### config.mk
export PLATFORM = sky130hd
export DESIGN_NAME = gfx_demo
export DESIGN_NICKNAME = d
export VERILOG_FILES = /design/src/gfx_pkg.sv /design/src/gfx_demo.sv /design/src/pattern_lane.sv /design/src/pixel_collect.sv /design/src/pixel_dispatch.sv /design/src/vga_timing.sv
export SDC_FILE = /design/constraint.sdc
export NUM_CORES = 1
export LEC_CHECK = 0
export BUFFER_PORTS_ARGS = -buffer_cell sky130_fd_sc_hd__buf_2
export CAP_MARGIN = 15
export CORE_ASPECT_RATIO = 1.25
export CORE_UTILIZATION = 56
export CTS_CLUSTER_SIZE = 20
export DETAILED_ROUTE_END_ITERATION = 16
export HOLD_SLACK_MARGIN = 0.06
export PLACE_DENSITY = 0.75
export REMOVE_ABC_BUFFERS = 1
export SLEW_MARGIN = 20
export SYNTH_ARGS = -nofsm -noshare
export SYNTH_HDL_FRONTEND = slang
export SYNTH_HIERARCHICAL = 1
export SYNTH_SLANG_ARGS = --single-unit
### constraint.sdc
create_clock -name clk -period 4.3 [get_ports clk]
set_input_delay 0.215 -clock clk [delete_from_list [all_inputs] [get_ports clk]]
set_output_delay 0.215 -clock clk [all_outputs]
set_load 0.1 [all_outputs]
### src/gfx_pkg.sv
package gfx_pkg;

  localparam int color_bits = 4;
  localparam int coord_bits = 10;
  localparam int frame_bits = 4;

  // Pattern selection opcodes.
  typedef enum logic [1:0] {
    pat_solid,
    pat_xor,
    pat_gradient,
    pat_checker
  } pattern_e;

  typedef struct packed {
    logic [color_bits-1:0] red;
    logic [color_bits-1:0] grn;
    logic [color_bits-1:0] blu;
  } pixel_t;

  // One pixel job for a lane.
  typedef struct packed {
    logic [coord_bits-1:0] x;
    logic [coord_bits-1:0] y;
    logic [frame_bits-1:0] frame;
    pattern_e              pattern;
    pixel_t                solid;
  } lane_req_t;

  typedef struct packed {
    pixel_t pix;
  } lane_res_t;

endpackage

### src/gfx_demo.sv
`timescale 1ns/1ns

module gfx_demo #(
  parameter int H_VISIBLE  = 640,
  parameter int H_FRONT    = 16,
  parameter int H_SYNC     = 96,
  parameter int H_BACK     = 48,
  parameter int V_VISIBLE  = 480,
  parameter int V_FRONT    = 10,
  parameter int V_SYNC     = 2,
  parameter int V_BACK     = 33,
  parameter int NUM_LANES  = 4,
  parameter int LANE_DEPTH = 2
) (
  input  logic                           clk,
  input  logic                           reset,
  input  gfx_pkg::pattern_e              pattern,
  input  gfx_pkg::pixel_t                solid_color,
  output logic [gfx_pkg::color_bits-1:0] vga_red,
  output logic [gfx_pkg::color_bits-1:0] vga_grn,
  output logic [gfx_pkg::color_bits-1:0] vga_blu,
  output logic                           vga_hsync,
  output logic                           vga_vsync,
  output logic                           underflow
);
  localparam int OUT_DEPTH = 4;

  gfx_pkg::lane_req_t [NUM_LANES-1:0] req;
  logic [NUM_LANES-1:0]               req_valid;
  gfx_pkg::lane_res_t [NUM_LANES-1:0] res;
  logic [NUM_LANES-1:0]               not_empty;
  logic [NUM_LANES-1:0]               pop;
  gfx_pkg::pixel_t                    pix;
  logic                               pix_avail;
  logic                               take;

  // Pops double as credit returns.
  pixel_dispatch #(
    .H_VISIBLE (H_VISIBLE),
    .V_VISIBLE (V_VISIBLE),
    .NUM_LANES (NUM_LANES),
    .LANE_DEPTH(LANE_DEPTH)
  ) u_dispatch (
    .clk        (clk),
    .reset      (reset),
    .pattern    (pattern),
    .solid_color(solid_color),
    .credit_ret (pop),
    .req        (req),
    .req_valid  (req_valid)
  );

  for (genvar g = 0; g < NUM_LANES; g++) begin : g_lane
    pattern_lane #(
      .LANE_DEPTH(LANE_DEPTH)
    ) u_lane (
      .clk      (clk),
      .reset    (reset),
      .req      (req[g]),
      .req_valid(req_valid[g]),
      .pop      (pop[g]),
      .res      (res[g]),
      .not_empty(not_empty[g])
    );
  end

  pixel_collect #(
    .NUM_LANES(NUM_LANES),
    .OUT_DEPTH(OUT_DEPTH)
  ) u_collect (
    .clk      (clk),
    .reset    (reset),
    .res      (res),
    .not_empty(not_empty),
    .take     (take),
    .pop      (pop),
    .pix      (pix),
    .pix_avail(pix_avail)
  );

  vga_timing #(
    .H_VISIBLE(H_VISIBLE),
    .H_FRONT  (H_FRONT),
    .H_SYNC   (H_SYNC),
    .H_BACK   (H_BACK),
    .V_VISIBLE(V_VISIBLE),
    .V_FRONT  (V_FRONT),
    .V_SYNC   (V_SYNC),
    .V_BACK   (V_BACK)
  ) u_timing (
    .clk      (clk),
    .reset    (reset),
    .pix      (pix),
    .pix_avail(pix_avail),
    .take     (take),
    .vga_red  (vga_red),
    .vga_grn  (vga_grn),
    .vga_blu  (vga_blu),
    .vga_hsync(vga_hsync),
    .vga_vsync(vga_vsync),
    .underflow(underflow)
  );

endmodule

### src/pattern_lane.sv
`timescale 1ns/1ns

module pattern_lane #(
  parameter int LANE_DEPTH = 2
) (
  input  logic               clk,
  input  logic               reset,
  input  gfx_pkg::lane_req_t req,
  input  logic               req_valid,
  input  logic               pop,
  output gfx_pkg::lane_res_t res,
  output logic               not_empty
);
  localparam int CB = gfx_pkg::color_bits;
  localparam int AW = (LANE_DEPTH > 1) ? $clog2(LANE_DEPTH) : 1;
  localparam int CW = $clog2(LANE_DEPTH + 1);

  logic                           s1_valid;
  gfx_pkg::pattern_e              s1_op;
  gfx_pkg::pixel_t                s1_solid;
  logic [CB-1:0]                  s1_xor;
  logic [CB-1:0]                  s1_xlo;
  logic [CB-1:0]                  s1_ylo;
  logic [CB-1:0]                  s1_xmid;
  logic [CB-1:0]                  s1_ymid;
  logic [gfx_pkg::frame_bits-1:0] s1_frame;
  logic                           s1_check;
  gfx_pkg::pixel_t                pix_new;

  gfx_pkg::lane_res_t mem [LANE_DEPTH];
  logic [AW-1:0]      wr_ptr;
  logic [AW-1:0]      rd_ptr;
  logic [CW-1:0]      count;

  always_ff @(posedge clk) begin
    if (reset) begin
      s1_valid <= 1'b0;
    end else begin
      s1_valid <= req_valid;
    end
  end

  // Stage one computes the pattern terms.
  always_ff @(posedge clk) begin
    s1_op    <= req.pattern;
    s1_solid <= req.solid;
    s1_xor   <= req.x[CB-1:0] ^ req.y[CB-1:0];
    s1_xlo   <= req.x[CB-1:0];
    s1_ylo   <= req.y[CB-1:0];
    s1_xmid  <= req.x[CB:1];
    s1_ymid  <= req.y[CB:1];
    s1_frame <= req.frame;
    s1_check <= req.x[2] ^ req.y[2] ^ req.frame[0];
  end

  // Stage two selects the colour.
  always_comb begin
    case (s1_op)
      gfx_pkg::pat_solid:    pix_new = s1_solid;
      gfx_pkg::pat_xor:      pix_new = '{red: s1_xor, grn: s1_xlo, blu: s1_ylo};
      gfx_pkg::pat_gradient: pix_new = '{red: s1_xmid, grn: s1_ymid, blu: s1_frame};
      default:               pix_new = s1_check ? '1 : '0;
    endcase
  end

  always_ff @(posedge clk) begin
    if (reset) begin
      wr_ptr <= '0;
      rd_ptr <= '0;
      count  <= '0;
    end else begin
      if (s1_valid) begin
        wr_ptr <= (wr_ptr == AW'(LANE_DEPTH - 1)) ? '0 : wr_ptr + 1'b1;
      end
      if (pop) begin
        rd_ptr <= (rd_ptr == AW'(LANE_DEPTH - 1)) ? '0 : rd_ptr + 1'b1;
      end
      count <= count + CW'(s1_valid) - CW'(pop);
    end
  end

  always_ff @(posedge clk) begin
    if (s1_valid) begin
      mem[wr_ptr].pix <= pix_new;
    end
  end

  assign res       = mem[rd_ptr];
  assign not_empty = count != '0;

endmodule

### src/pixel_collect.sv
`timescale 1ns/1ns

module pixel_collect #(
  parameter int NUM_LANES = 4,
  parameter int OUT_DEPTH = 4
) (
  input  logic                                clk,
  input  logic                                reset,
  input  gfx_pkg::lane_res_t [NUM_LANES-1:0]  res,
  input  logic [NUM_LANES-1:0]                not_empty,
  input  logic                                take,
  output logic [NUM_LANES-1:0]                pop,
  output gfx_pkg::pixel_t                     pix,
  output logic                                pix_avail
);
  localparam int TW = (NUM_LANES > 1) ? $clog2(NUM_LANES) : 1;
  localparam int AW = (OUT_DEPTH > 1) ? $clog2(OUT_DEPTH) : 1;
  localparam int CW = $clog2(OUT_DEPTH + 1);

  logic [TW-1:0]   turn;
  gfx_pkg::pixel_t mem [OUT_DEPTH];
  logic [AW-1:0]   wr_ptr;
  logic [AW-1:0]   rd_ptr;
  logic [CW-1:0]   count;
  logic            out_pop;
  logic            room;
  logic            grab;

  assign out_pop = take && (count != '0);
  // A slot freed by this cycle's read counts as room.
  assign room    = (count != CW'(OUT_DEPTH)) || out_pop;
  assign grab    = not_empty[turn] && room;

  always_comb begin
    pop       = '0;
    pop[turn] = grab;
  end

  always_ff @(posedge clk) begin
    if (reset) begin
      turn   <= '0;
      wr_ptr <= '0;
      rd_ptr <= '0;
      count  <= '0;
    end else begin
      if (grab) begin
        turn   <= (turn == TW'(NUM_LANES - 1)) ? '0 : turn + 1'b1;
        wr_ptr <= (wr_ptr == AW'(OUT_DEPTH - 1)) ? '0 : wr_ptr + 1'b1;
      end
      if (out_pop) begin
        rd_ptr <= (rd_ptr == AW'(OUT_DEPTH - 1)) ? '0 : rd_ptr + 1'b1;
      end
      count <= count + CW'(grab) - CW'(out_pop);
    end
  end

  always_ff @(posedge clk) begin
    if (grab) begin
      mem[wr_ptr] <= res[turn].pix;
    end
  end

  assign pix       = mem[rd_ptr];
  assign pix_avail = count != '0;

endmodule

### src/pixel_dispatch.sv
`timescale 1ns/1ns

module pixel_dispatch #(
  parameter int H_VISIBLE  = 640,
  parameter int V_VISIBLE  = 480,
  parameter int NUM_LANES  = 4,
  parameter int LANE_DEPTH = 2
) (
  input  logic                                clk,
  input  logic                                reset,
  input  gfx_pkg::pattern_e                   pattern,
  input  gfx_pkg::pixel_t                     solid_color,
  input  logic [NUM_LANES-1:0]                credit_ret,
  output gfx_pkg::lane_req_t [NUM_LANES-1:0]  req,
  output logic [NUM_LANES-1:0]                req_valid
);
  localparam int TW     = (NUM_LANES > 1) ? $clog2(NUM_LANES) : 1;
  localparam int CW     = $clog2(LANE_DEPTH + 1);
  localparam int X_LAST = H_VISIBLE - 1;
  localparam int Y_LAST = V_VISIBLE - 1;

  logic [gfx_pkg::coord_bits-1:0] cur_x;
  logic [gfx_pkg::coord_bits-1:0] cur_y;
  logic [gfx_pkg::frame_bits-1:0] frame_q;
  gfx_pkg::pattern_e              pat_q;
  gfx_pkg::pixel_t                solid_q;
  logic [TW-1:0]                  turn;
  logic [CW-1:0]                  credit [NUM_LANES];
  logic                           issue;
  logic                           at_origin;
  gfx_pkg::lane_req_t             tag;

  assign issue     = credit[turn] != '0;
  assign at_origin = (cur_x == '0) && (cur_y == '0);

  // New frame settings take effect on the origin pixel itself.
  always_comb begin
    tag.x       = cur_x;
    tag.y       = cur_y;
    tag.frame   = at_origin ? frame_q + 1'b1 : frame_q;
    tag.pattern = at_origin ? pattern : pat_q;
    tag.solid   = at_origin ? solid_color : solid_q;
  end

  always_ff @(posedge clk) begin
    if (reset) begin
      cur_x     <= '0;
      cur_y     <= '0;
      frame_q   <= '1;
      turn      <= '0;
      req_valid <= '0;
    end else begin
      req_valid <= '0;
      if (issue) begin
        req_valid[turn] <= 1'b1;
        turn <= (turn == TW'(NUM_LANES - 1)) ? '0 : turn + 1'b1;
        if (at_origin) begin
          frame_q <= tag.frame;
        end
        if (cur_x == X_LAST[gfx_pkg::coord_bits-1:0]) begin
          cur_x <= '0;
          cur_y <= (cur_y == Y_LAST[gfx_pkg::coord_bits-1:0]) ? '0 : cur_y + 1'b1;
        end else begin
          cur_x <= cur_x + 1'b1;
        end
      end
    end
  end

  always_ff @(posedge clk) begin
    if (issue) begin
      req[turn] <= tag;
      if (at_origin) begin
        pat_q   <= pattern;
        solid_q <= solid_color;
      end
    end
  end

  // One credit counter per lane.
  for (genvar g = 0; g < NUM_LANES; g++) begin : g_credit
    logic spend;

    assign spend = issue && (turn == TW'(g));

    always_ff @(posedge clk) begin
      if (reset) begin
        credit[g] <= CW'(LANE_DEPTH);
      end else begin
        credit[g] <= credit[g] - CW'(spend) + CW'(credit_ret[g]);
      end
    end
  end

endmodule

### src/vga_timing.sv
`timescale 1ns/1ns

module vga_timing #(
  parameter int H_VISIBLE = 640,
  parameter int H_FRONT   = 16,
  parameter int H_SYNC    = 96,
  parameter int H_BACK    = 48,
  parameter int V_VISIBLE = 480,
  parameter int V_FRONT   = 10,
  parameter int V_SYNC    = 2,
  parameter int V_BACK    = 33
) (
  input  logic                              clk,
  input  logic                              reset,
  input  gfx_pkg::pixel_t                   pix,
  input  logic                              pix_avail,
  output logic                              take,
  output logic [gfx_pkg::color_bits-1:0]    vga_red,
  output logic [gfx_pkg::color_bits-1:0]    vga_grn,
  output logic [gfx_pkg::color_bits-1:0]    vga_blu,
  output logic                              vga_hsync,
  output logic                              vga_vsync,
  output logic                              underflow
);
  localparam int H_TOTAL = H_VISIBLE + H_FRONT + H_SYNC + H_BACK;
  localparam int V_TOTAL = V_VISIBLE + V_FRONT + V_SYNC + V_BACK;
  localparam int HW = $clog2(H_TOTAL + 1);
  localparam int VW = $clog2(V_TOTAL + 1);

  localparam logic [HW-1:0] H_LAST   = HW'(H_TOTAL - 1);
  localparam logic [VW-1:0] V_LAST   = VW'(V_TOTAL - 1);
  localparam logic [HW-1:0] H_VIS    = HW'(H_VISIBLE);
  localparam logic [VW-1:0] V_VIS    = VW'(V_VISIBLE);
  localparam logic [HW-1:0] HS_START = HW'(H_VISIBLE + H_FRONT);
  localparam logic [HW-1:0] HS_END   = HW'(H_VISIBLE + H_FRONT + H_SYNC);
  localparam logic [VW-1:0] VS_START = VW'(V_VISIBLE + V_FRONT);
  localparam logic [VW-1:0] VS_END   = VW'(V_VISIBLE + V_FRONT + V_SYNC);

  logic [HW-1:0] h_cnt;
  logic [VW-1:0] v_cnt;
  logic          started;
  logic          visible;
  logic          hs_win;
  logic          vs_win;

  assign visible = (h_cnt < H_VIS) && (v_cnt < V_VIS);
  assign hs_win  = (h_cnt >= HS_START) && (h_cnt < HS_END);
  assign vs_win  = (v_cnt >= VS_START) && (v_cnt < VS_END);
  assign take    = started && visible;

  // Scan holds at the origin until the pixel queue is primed.
  always_ff @(posedge clk) begin
    if (reset) begin
      h_cnt   <= '0;
      v_cnt   <= '0;
      started <= 1'b0;
    end else begin
      started <= started | pix_avail;
      if (started) begin
        if (h_cnt == H_LAST) begin
          h_cnt <= '0;
          v_cnt <= (v_cnt == V_LAST) ? '0 : v_cnt + 1'b1;
        end else begin
          h_cnt <= h_cnt + 1'b1;
        end
      end
    end
  end

  always_ff @(posedge clk) begin
    if (reset) begin
      vga_red   <= '0;
      vga_grn   <= '0;
      vga_blu   <= '0;
      vga_hsync <= 1'b1;
      vga_vsync <= 1'b1;
      underflow <= 1'b0;
    end else begin
      vga_red   <= (take && pix_avail) ? pix.red : '0;
      vga_grn   <= (take && pix_avail) ? pix.grn : '0;
      vga_blu   <= (take && pix_avail) ? pix.blu : '0;
      vga_hsync <= ~hs_win;
      vga_vsync <= ~vs_win;
      underflow <= underflow | (take & ~pix_avail);
    end
  end

endmodule
==> results of run 1 <==
==> power breakdown <==
group          leakage, nW  internal, mW  switching [mW]  total [mW]
combinational         2.27          1.36            1.76        3.12
clock                0.779          2.50            1.74        4.24
sequential            4.52          7.00           0.756        7.76
==> metal layers <==
layer	GRT usage (%)	vias to the layer above	part of all wire (%)
li1	-	4395	-
met1	24.6	4724	40
met2	37.9	216	53
met3	3.15	79	3.9
met4	8.44	0	3.2
met5	0	-	0
==> placed cells by master (no fill, tap or decap), types with 14 or more instances in the layout <==
cell       count
xor2_1        33
edfxtp_1     270
mux4_2        57
nor3_1        14
ha_1          40
nand4_1       14
nor2b_1       22
buf_4         14
buf_2         30
a21oi_1       24
inv_1         44
nand3_1       18
mux4_1        16
xnor2_1       18
mux2_2        64
and2_1        18
dfxtp_1      243
clkbuf_16     48
nand2_1       30
nor2_1        51
==> through the flow <==
step | hold WS, ns | instances | total power [mW]
2_1_floorplan | 0.282 | 1099 | 9.78
3_3_place_gp | 0.323 | 1561 | 10.8
3_5_place_dp | 0.327 | 1561 | 11.0
4_1_cts | 0.0663 | 1655 | 15.3
5_1_grt | 0.0710 | 1655 | 15.8
6_report | 0.0792 | 1655 | 15.1
==> worst max-delay path, stage by stage (launching register included) <==
cell     delay (ns)
dfxtp_1        0.42
nand4_1        0.21
and4b_1        0.29
or4b_1         0.70
and2_4         0.27
inv_1          0.05
ha_1           0.21
inv_1          0.05
ha_1           0.12
inv_1          0.05
fa_1           0.36
xor2_1         0.16
and2_1         0.17
nor3_1         0.13
==> final cells by class <==
cell class,instances,area [µm²],share of cell area (%)
repair buffers,51,325,1.56
flip-flops and latches,513,13000,62.1
clock inverters,26,297,1.42
clock buffers,61,1300,6.22
well taps,418,523,2.50
inverters,46,174,0.833
multi-input cells,540,5300,25.4
==> timing repair <==
item / in CTS / in global routing
resized for setup: 0 / 0
hold buffers: 7 / 0
endpoints found under the hold margin: 31 / 0
==> registers in the layout, summed over array words and instances (netlist names), 8 cells and up, named ones only <==
register	count
g_lane.u_lane/mem	96
g_lane.u_lane/s1_op	8
u_dispatch/cur_x	10
g_lane.u_lane/count	8
g_lane.u_lane/s1_frame	16
u_dispatch/req	112
u_timing/h_cnt	10
u_dispatch/solid_q	12
g_lane.u_lane/s1_xmid	16
u_dispatch/cur_y	10
g_lane.u_lane/s1_ymid	16
g_lane.u_lane/s1_solid	48
g_lane.u_lane/s1_xor	16
u_dispatch/credit	8
u_collect/mem	48
u_timing/v_cnt	10
==> worst paths after layout <==
| kind | start | to | depth (start not counted) |
|---|---|---|---|
| worst max-delay path | u_timing/v_cnt[5]$_SDFFE_PP0P_ | u_collect/count[2]$_SDFF_PP0_ | 13 |
| worst min-delay path | solid_color[11] | u_dispatch/solid_q[11]$_DFFE_PP_ | 2 |
| worst max register to register | u_timing/v_cnt[5]$_SDFFE_PP0P_ | u_collect/count[2]$_SDFF_PP0_ | 13 |
| worst min register to register | u_dispatch/req[11]$_DFFE_PP_ | g_lane[0].u_lane/s1_solid[11]$_DFF_P_ | 0 |
==> impl_metrics.ini, run 1 <==
[run_status]
outcome = finished with violations
failed_checks = design-rule violations

[cts]
clock-root-buffer = clkbuf_16
cts_tree = done
cts_made_buffers = 47
cts_setup_buffers = 0
max-clock-path-buffers = 3
cts_htree_levels = 2
cts.clk_slew.worst_paths_ns = 0.06
cts_sinks = 513
clk_latency_ns = 0.56

[die]
pin_count = 31
die_width_um = 165
die_area_mm2 = 0.0341
die_h_um = 206
fp.coreArea_mm2 = 0.0328
start_util_pct = 57.0
rows = 74

[synthesis]
yosysWarnings = 6
netlist_area_mm2 = 0.0187
syn_inst = 1141
synth.avg_cell_area_um2 = 16.4

[placed_design]
gp_congestion = 0.820
dp_hpwl_um = 23000
postPlaceCellArea_mm2 = 0.0192
place_ws_ns = 1.06
port_buffers = 30

[layout]
syn2layout_area_growth_pct = 11.7
nets = 1256
final_area_mm2 = 0.0209
post-route-util_pct = 63.7
drive_gt1_share_pct = 20.6
diodes = 0
num-fill-cells = 2290

[sta]
finalClockSkew_ns = 0.0164
max_slew_margin_pct = 45.2
rsz0062_at_grt = false
final_hold_viol_count = 0
fin_ws_ns = 1.02
setup_viol = 0
clock.fmax_ghz = 0.305
period_minus_slack_ns = 3.28
post-route-period-util_pct = 76.3
setup_tns_ns = 0
drv_slew = 0
tightest_slew_ns = 0.820

[route]
avgRoutedWirePerCell_um = 20.5
routed_wl_um = 33900
via_count = 9414
vias_per_cell = 5.69
drtIter0Drc = 611
drc_errors = 2
ant_nets = 0
drt_first_pass_iters = 11

[global_routing]
first_global_vias = 9581
grt_max_degree = 60
grt_usage_pct = 20.9
antenna_found_initial = 0
grt_pass1_wl_um = 52500
grt_overflow = 0

[setup_path]
endpoint_kind = register
worstPathArrival_ns = 3.75
start_kind = register
worstPathRequired_ns = 4.77
path_max_fanout = 15
crit_type = reg -> reg
r2r_slack_ns = 1.02

[pwr]
powerDensity_mw_per_mm2 = 724
ir_drop_mv = 0.442
leakagePower_nw = 7.57

[job]
drv_cap = 0

[min_path]
min_path_type = in -> reg
(Power assumes the default switching activity.)
==> inputs of run 2 (changes only) <==
==> constraint.sdc (replaced) <==
create_clock -name clk -period 2.95 [get_ports clk]
set_input_delay 0.1475 -clock clk [delete_from_list [all_inputs] [get_ports clk]]
set_output_delay 0.1475 -clock clk [all_outputs]
set_load 0.1 [all_outputs]
==> run 2 against run 1 <==
  * The run still ends with design-rule violations left
  * Combinational power rose by 51%
  * Hold slack got worse by 0.0019 ns
  * Maximum frequency rose by 18%
  * Die area did not move
  * Flip-flop and latch count did not move
  * Power rose by 44%
  * Largest cell class unchanged
==> impl_metrics.ini, run 2 (synthesis results as in run 1) <==
[sta]
period_minus_slack_ns = 2.78
whs_ns = 0.0772
finalClockSkew_ns = 0.0260
post-route-period-util_pct = 94.4
clock.fmax_ghz = 0.359
rsz0062_at_grt = false
final_hold_viol_count = 0
setup_tns_ns = 0
tightest_slew_ns = 0.826
drv_slew = 0
setup_viol = 0
max_slew_margin_pct = 44.9

[setup_path]
cpMaxStageDelayCell = or4b_4
max_stage_delay_ns = 0.50
crit_top_cell = inv_1
start_kind = register
path_max_fanout = 3
crit_type = reg -> reg
crit_buf_inv = 3
path_cells = nand4_1, and4b_2, or4b_4, and2_4, inv_1, ha_1, inv_1, ha_1, inv_1, fa_1, xor2_1, and2_1, nor3_2
endpoint_kind = register
worstPathArrival_ns = 3.21
cp_top_family = simple AND/OR/NAND/NOR gates
worstPathRequired_ns = 3.38

[global_routing]
grt_max_degree = 53
grt_overflow = 0
first_global_vias = 9507
antenna_found_initial = 0
grt_pass1_wl_um = 52700
grt_usage_pct = 21.0

[job]
drv_cap = 0

[run_status]
outcome = finished with violations
failed_checks = design-rule violations

[cts]
cts_sinks = 513
clock-root-buffer = clkbuf_16
cts_made_buffers = 46
max-clock-path-buffers = 3
cts_tree = done
cts_htree_levels = 2
cts.clk_slew.worst_paths_ns = 0.06
clk_latency_ns = 0.56

[layout]
syn2layout_area_growth_pct = 12.2
num-fill-cells = 2301
largest_reg_flops = 112
final_area_mm2 = 0.0210
instances_no_fill = 1678
diodes = 0
drive_gt1_share_pct = 21.6
largestRegisters = u_dispatch/req: 112 flops, g_lane.u_lane/mem: 96 flops
final_common_cell = edfxtp_1
top_register = u_dispatch/req
nets = 1282
most-common-layout-cells = edfxtp_1 (270), dfxtp_1 (240), mux2_2 (64)

[placed_design]
numPlacedInstances = 1580
postPlaceCellArea_mm2 = 0.0194
gp_congestion = 0.834
port_buffers = 30
dp_hpwl_um = 22900

[pwr]
ir_drop_mv = 0.661
leakagePower_nw = 7.63
powerDensity_mw_per_mm2 = 1030

[die]
pin_count = 31
die_area_mm2 = 0.0341
start_util_pct = 57.0
rows = 74
die_width_um = 165
fp.coreArea_mm2 = 0.0328
die_h_um = 206

[route]
drtIter0Drc = 599
vias_per_cell = 5.61
drc_errors = 2
drt_first_pass_iters = 10
avgRoutedWirePerCell_um = 20.4
ant_nets = 0
routed_wl_um = 34300
via_count = 9413

[min_path]
min_path_type = in -> reg
==> run 2: path summary, 6_finish.rpt <==
kind | startpoint | endpoint | slack (ns) | cells past startpoint
max | u_timing/v_cnt[7]$_SDFFE_PP0P_ | u_collect/count[2]$_SDFF_PP0_ | 0.17 | 13
min | reset | u_dispatch/credit[1][1]$_SDFF_PP1_ | 0.08 | 3
max reg2reg | u_timing/v_cnt[7]$_SDFFE_PP0P_ | u_collect/count[2]$_SDFF_PP0_ | 0.17 | 13
min reg2reg | u_dispatch/req[42]$_DFFE_PP_ | g_lane[1].u_lane/s1_solid[4]$_DFF_P_ | 0.33 | 0
==> run 2: what timing repair did <==
action	4_1_cts	5_1_grt
endpoints found under the setup margin	0	1
buffers inserted	0	1
resized for setup	0	6
hold buffers	13	1
endpoints found under the hold margin	58	5
==> run 2: where the power goes <==
group | internal [mW] | switching (mW)
clock network | 3.26 | 2.45
registers | 10.2 | 1.09
logic | 2.06 | 2.64
==> run 2: worst reg2reg max path, delay by kind of cell (launching register included) <==
family        cells  cell delay (ns)
xor+xnor          1             0.18
fa+ha+maj         3             0.71
buf+inv           3             0.16
flops             1             0.33
simple gates      6             1.28
==> run 2: stage by stage <==
stage	util [%]	power, mW	setup WS [ns]
3_5_place_dp	59.1	16.1	0.117
4_1_cts	63.9	21.9	0.0894
6_report	64.0	21.7	0.166
2_1_floorplan	-	14.3	-0.912
3_3_place_gp	59.1	15.9	0.140
5_1_grt	64.0	22.7	0.0136
==> run 2: layout make-up <==
type                            instances  area (µm²)  share of cell area, %
Timing Repair Buffer                   78         546                   2.60
Clock inverter                         11         119                  0.567
Inverter                               46         174                  0.829
Multi-Input combinational cell        540        5310                   25.3
Clock buffer                           72        1320                   6.31
Sequential cell                       513       13000                   61.9
Tap cell                              418         523                   2.49
==> run 2: metal layers <==
layer  global-route usage [%]  up-vias  share of wire [%]
li1                         -     4436                  -
met5                        0        -                  0
met4                     8.18        0                3.2
met1                     25.2     4697                 40
met3                     3.15       68                3.9
met2                     37.7      212                 53
